$ cat src/hw/flash_consts.svh
`ifndef FLASH_CONSTS_SVH
`define FLASH_CONSTS_SVH

// bus phases one chip access step is held
// 4 phases at 40 MHz cover the 75 ns read and 60 ns write times
`define FLASH_WAIT_PHASES 4

`define FLASH_WORD_W  32
`define FLASH_HWORD_W 16

// chip byte address, 8 MB part
`define FLASH_ADDR_W 23

// flash window in bus word address space, top bits only
`define FLASH_WIN_W    10
`define FLASH_WIN_BASE 10'h1E0

`define HIGHZ_HWORD 16'hzzzz

`endif

$ cat src/hw/flash_pkg.sv
`include "flash_consts.svh"

package flash_pkg;

    typedef logic [`FLASH_WORD_W-1:0]  word_t;
    typedef logic [`FLASH_HWORD_W-1:0] half_word_t;
    typedef logic [`FLASH_WORD_W-1:0]  bus_addr_t;   // word address
    typedef logic [`FLASH_ADDR_W-1:0]  flash_addr_t; // byte address, bit 0 unused

    // one wait state per bus phase of a chip access
    typedef enum logic [3:0] {
        st_reset,
        st_idle,
        st_wr_0,
        st_wr_1,
        st_wr_2,
        st_wr_3,
        st_rd_lo_0,
        st_rd_lo_1,
        st_rd_lo_2,
        st_rd_lo_3,
        st_rd_hi_0,
        st_rd_hi_1,
        st_rd_hi_2,
        st_rd_hi_3
    } flash_state_t;

    typedef enum logic [`FLASH_HWORD_W-1:0] {
        cmd_read_array = 16'h00FF
    } flash_cmd_t;

endpackage

$ cat src/hw/flash_bus_port.sv
`include "flash_consts.svh"

module flash_bus_port (
    input  logic                clk,
    input  logic                rst,
    input  logic                bus_read,
    input  logic                bus_write,
    input  flash_pkg::bus_addr_t bus_address,
    input  logic [3:0]          bus_mask,
    input  flash_pkg::word_t    bus_data_wr,
    output flash_pkg::word_t    bus_data_rd,
    output logic                bus_stall,
    output logic                bus_error,
    output logic                req_read,
    output logic                req_write,
    output flash_pkg::bus_addr_t req_address,
    output logic [3:0]          req_mask,
    output flash_pkg::word_t    req_data,
    output logic                bus_phase,
    input  logic                busy,
    input  flash_pkg::word_t    rd_data
);

    logic in_window;
    logic held;
    logic strobe;
    logic busy_q;
    logic busy_fall;

    assign in_window = bus_address[`FLASH_WORD_W-1 -: `FLASH_WIN_W] == `FLASH_WIN_BASE;
    assign strobe    = bus_read | bus_write;
    assign held      = req_read | req_write;
    assign busy_fall = busy_q & ~busy; // controller finished our access

    // the master sees the stall one cycle after its strobe
    assign bus_stall = held;

    always_ff @(posedge clk or posedge rst) begin
        if (rst) begin
            bus_phase <= 1'b0;
            busy_q    <= 1'b0;
            req_read  <= 1'b0;
            req_write <= 1'b0;
            bus_error <= 1'b0;
        end else begin
            bus_phase <= ~bus_phase; // low half is the falling phase of the bus clock
            busy_q    <= busy;
            bus_error <= 1'b0;

            if (held) begin
                if (busy_fall) begin
                    req_read  <= 1'b0;
                    req_write <= 1'b0;
                end
            end else if (strobe) begin
                if (in_window) begin
                    req_read  <= bus_read;
                    req_write <= ~bus_read & bus_write; // read wins if both strobe
                end else begin
                    bus_error <= 1'b1;
                end
            end
        end
    end

    always_ff @(posedge clk) begin
        if (!held && strobe) begin
            req_address <= bus_address;
            req_mask    <= bus_mask;
            req_data    <= bus_data_wr;
        end

        // valid from the cycle the stall drops
        if (req_read && busy_fall) begin
            bus_data_rd <= rd_data;
        end
    end

    assert property (@(posedge clk) disable iff (rst) !(req_read && req_write));

    // controller only starts an access on a request that is still held here
    assert property (@(posedge clk) disable iff (rst) $rose(busy) |-> held);

endmodule

$ cat config.mk
export PLATFORM = sky130hd
export DESIGN_NAME = flash_bus_port
export DESIGN_NICKNAME = d
export VERILOG_FILES = /design/src/hw/flash_pkg.sv /design/src/hw/flash_bus_port.sv
export VERILOG_INCLUDE_DIRS = /design/src /design/src/hw
export SDC_FILE = /design/constraint.sdc
export NUM_CORES = 1
export LEC_CHECK = 0
export BUFFER_PORTS_ARGS = -buffer_cell sky130_fd_sc_hd__buf_2
export CAP_MARGIN = 20
export CORE_UTILIZATION = 45
export DETAILED_ROUTE_END_ITERATION = 16
export GPL_TIMING_DRIVEN = 0
export HOLD_SLACK_MARGIN = 0.08
export PLACE_DENSITY = 0.85
export SYNTH_ARGS = -nofsm -noshare
export SYNTH_HDL_FRONTEND = slang
export SYNTH_SLANG_ARGS = --single-unit
export TNS_END_PERCENT = 10
$ cat constraint.sdc
create_clock -name clk -period 7.32 [get_ports clk]
set_clock_uncertainty 0.05 [all_clocks]
set_input_delay 0.366 -clock clk [delete_from_list [all_inputs] [get_ports clk]]
set_output_delay 0.366 -clock clk [all_outputs]
set_load 0.01 [all_outputs]
==> impl_metrics.toml <==
[global_route]
met3_usage_pct = 7.30
grt_use_met1_pct = 17.6
grt_pass1_vias = 2119
gr-usage-all-layers_pct = 18.1
antenna_found_initial = 0
grt_pass1_wl_um = 9890
top_usage_layer = "met2"
grt_use_met2_pct = 33.6
overflow = 0
grt_max_degree = 39

[power_and_ir_drop]
p_sw_share_pct = 20.9
power_frac_comb_pct = 7.4
power_density_nw_per_um2 = 233
leakagePower_nw = 2.04
seq_power_share_pct = 63.8
p_switching_mw = 0.227
vdd_drop_max_uv = 174
clkPwrFrac_pct = 28.8
p_int_mw = 0.859

[sta]
fin_crit_ps = 2200
maxSlewHeadroom_pct = 41.6
rsz0062_at_grt = "no"
setup_slack_ps = 5120
period_share_pct = 30.0
hold_violations = 0
worst-slew-pin-transition_ps = 874
holdWs_ps = 134
timing.setup.tns_ps = 0
maxSlewViolCount = 0
fmax_mhz = 455
setup_viol = 0

[worst_setup_path]
start_kind = "flip-flop"
endpoint_kind = "flip-flop"
critical_path_class = "flip-flop to flip-flop"
cp.required_ps = 7310
worstPathArrival_ps = 2190
cp_max_fo = 38

[cells_and_area]
syn2layout_area_growth_pct = 43.3
layout-drive-gt1-share_pct = 65.9
fin_area_um2 = 4650
n_antenna_cell = 0
nNetsFinal = 452

[synthesis]
ys_ff_latch = 105
yosys.area.top_type = "edfxtp_1"
syn-num-nets = 228
yosys.cell_types.count = 14
ys_seq_area_share_pct = 96.3
yosys.area.top_type_share_pct = 92.5
yosys-top-cells-area = "edfxtp_1 92%, dfrtp_1 3.9%, o41ai_2 0.50%"
synthesis.area_um2 = 3250
synth_cells = 123
synth_warnings = 0
syn_avg_cell_area_um2 = 26.4

[floorplanning]
rows = 30
fp.dieW_um = 86.9
start_util_pct = 47.3
die-area_um2 = 7560
pin_count = 210
die_h_um = 86.9
core_um2 = 6870

[outcome]
status = "finished clean"

[clock_network]
cts_setup_buffers = 0
root_buffer = "clkbuf_8"
clock_path_buffers = 2
clk_pin_slew_ps = 100
htreeDepth = 3
clock-sinks = 105
clock_latency_ps = 350
numCtsBuffers = 9
cts_tree = "yes"

[place]
place.gp.congestion = 0.736
post_dp_cell_area_um2 = 4460
port_buffers = 209
post-place-ws_ps = 5110
dpl.hpwl_um = 5270

[min_path]
hp-class = "input port to flip-flop"

[detailed_routing]
drtIter0Drc = 58
drc = 0
vias = 2028
wl_per_cell_um = 15.1
finalWirelength_um = 6740
via_per_inst = 4.53
first_pass_iters = 4
ant_nets = 0

[flow_run]
maxCapViolations = 0
==> routing by layer <==
layer	routed length [um]	share of wire, %
met1	2300	34
met2	3600	53
met3	707	10
met4	142	2.1
met5	0	0
==> state kept, by name, indices dropped and copies added, names as in the netlist <==
name,cells
bus_data_rd,32
bus_error,1
bus_phase,1
busy_q,1
req_address,32
req_data,32
req_mask,4
req_read,1
req_write,1
==> power by group through the flow <==
stage | sequential, mW | clock, mW | combinational (mW)
after global routing | 0.696 | 0.340 | 0.0867
after CTS | 0.693 | 0.319 | 0.0814
after global placement | 0.708 | 0 | 0.0758
after detailed placement | 0.707 | 0 | 0.0805
after floorplan | 0.724 | 0 | 0.00759
final | 0.693 | 0.313 | 0.0801
==> worst paths after layout <==
kind / startpoint / endpoint / slack, ps / cells after the start
hold reg to reg: bus_phase / bus_phase / 360 / 1
setup reg to reg: req_write / req_data[26] / 5120 / 3
min in group asynchronous: rst / busy_q / 410 / 3
max in group asynchronous: rst / bus_phase / 6630 / 3
setup / recovery: req_write / req_data[26] / 5120 / 3
hold / removal: bus_address[7] / req_address[7] / 130 / 1
==> layout make-up <==
type,instances,area (um2)
Clock buffer,12,145
Tap cell,96,120
Clock inverter,4,28.8
Inverter,4,15.0
Multi-Input combinational cell,14,114
Timing Repair Buffer,213,1100
Sequential cell,105,3130
Fill cell,493,2220
==> metrics by stage <==
stage	std cells	total power [mW]	utilization [%]
after floorplan	123	0.731	-
after global placement	428	0.784	64.2
after detailed placement	430	0.787	64.9
after CTS	448	1.09	67.7
after global routing	448	1.12	67.7
final	448	1.09	67.7
==> worst max-delay path: stages (launching register included) <==
cell,delay [ps]
dfrtp_1,450
or2_2,360
nor2_4,690
buf_12,300
==> synth_stat cells <==
master      n
nor2_1      3
o41ai_2     1
and4b_1     1
o31ai_2     1
nand2_1     2
or2_2       1
edfxtp_1  100
nand4b_1    1
and2_2      1
inv_1       4
nand2b_1    1
nor4_2      1
dfrtp_1     5
nand3_1     1
==> kinds of logic (layout without fill, tap and decap cells) <==
group                  after synthesis  after routing  share of synthesized area (%)
DFF                                105            105                           96.3
and+or+nand+nor                     12             12                           2.31
buffers and inverters                4            233                          0.462
AOI/OAI and AO/OA                    2              2                          0.886
==> cells in the final DEF (no fill, tap or decap), drive strengths merged <==
master and instances:
nand3 1, buf 211, clkbuf 12, edfxtp 100
nor2 3, clkinvlp 2, clkinv 1, o41ai 1
and2 1, and4b 1, dfrtp 5, nand4b 1
nand2 2, o31ai 1, dlygate4sd3 2, nand2b 1
inv 5, or2 1, nor4 1
==> what timing repair did <==
item                                   4_1_cts  5_1_grt
hold buffers                                 2        0
endpoints found under the hold margin        6        0
resized for setup                            0        0
setup endpoints to repair                    0        0
(Power assumes the default switching activity.)
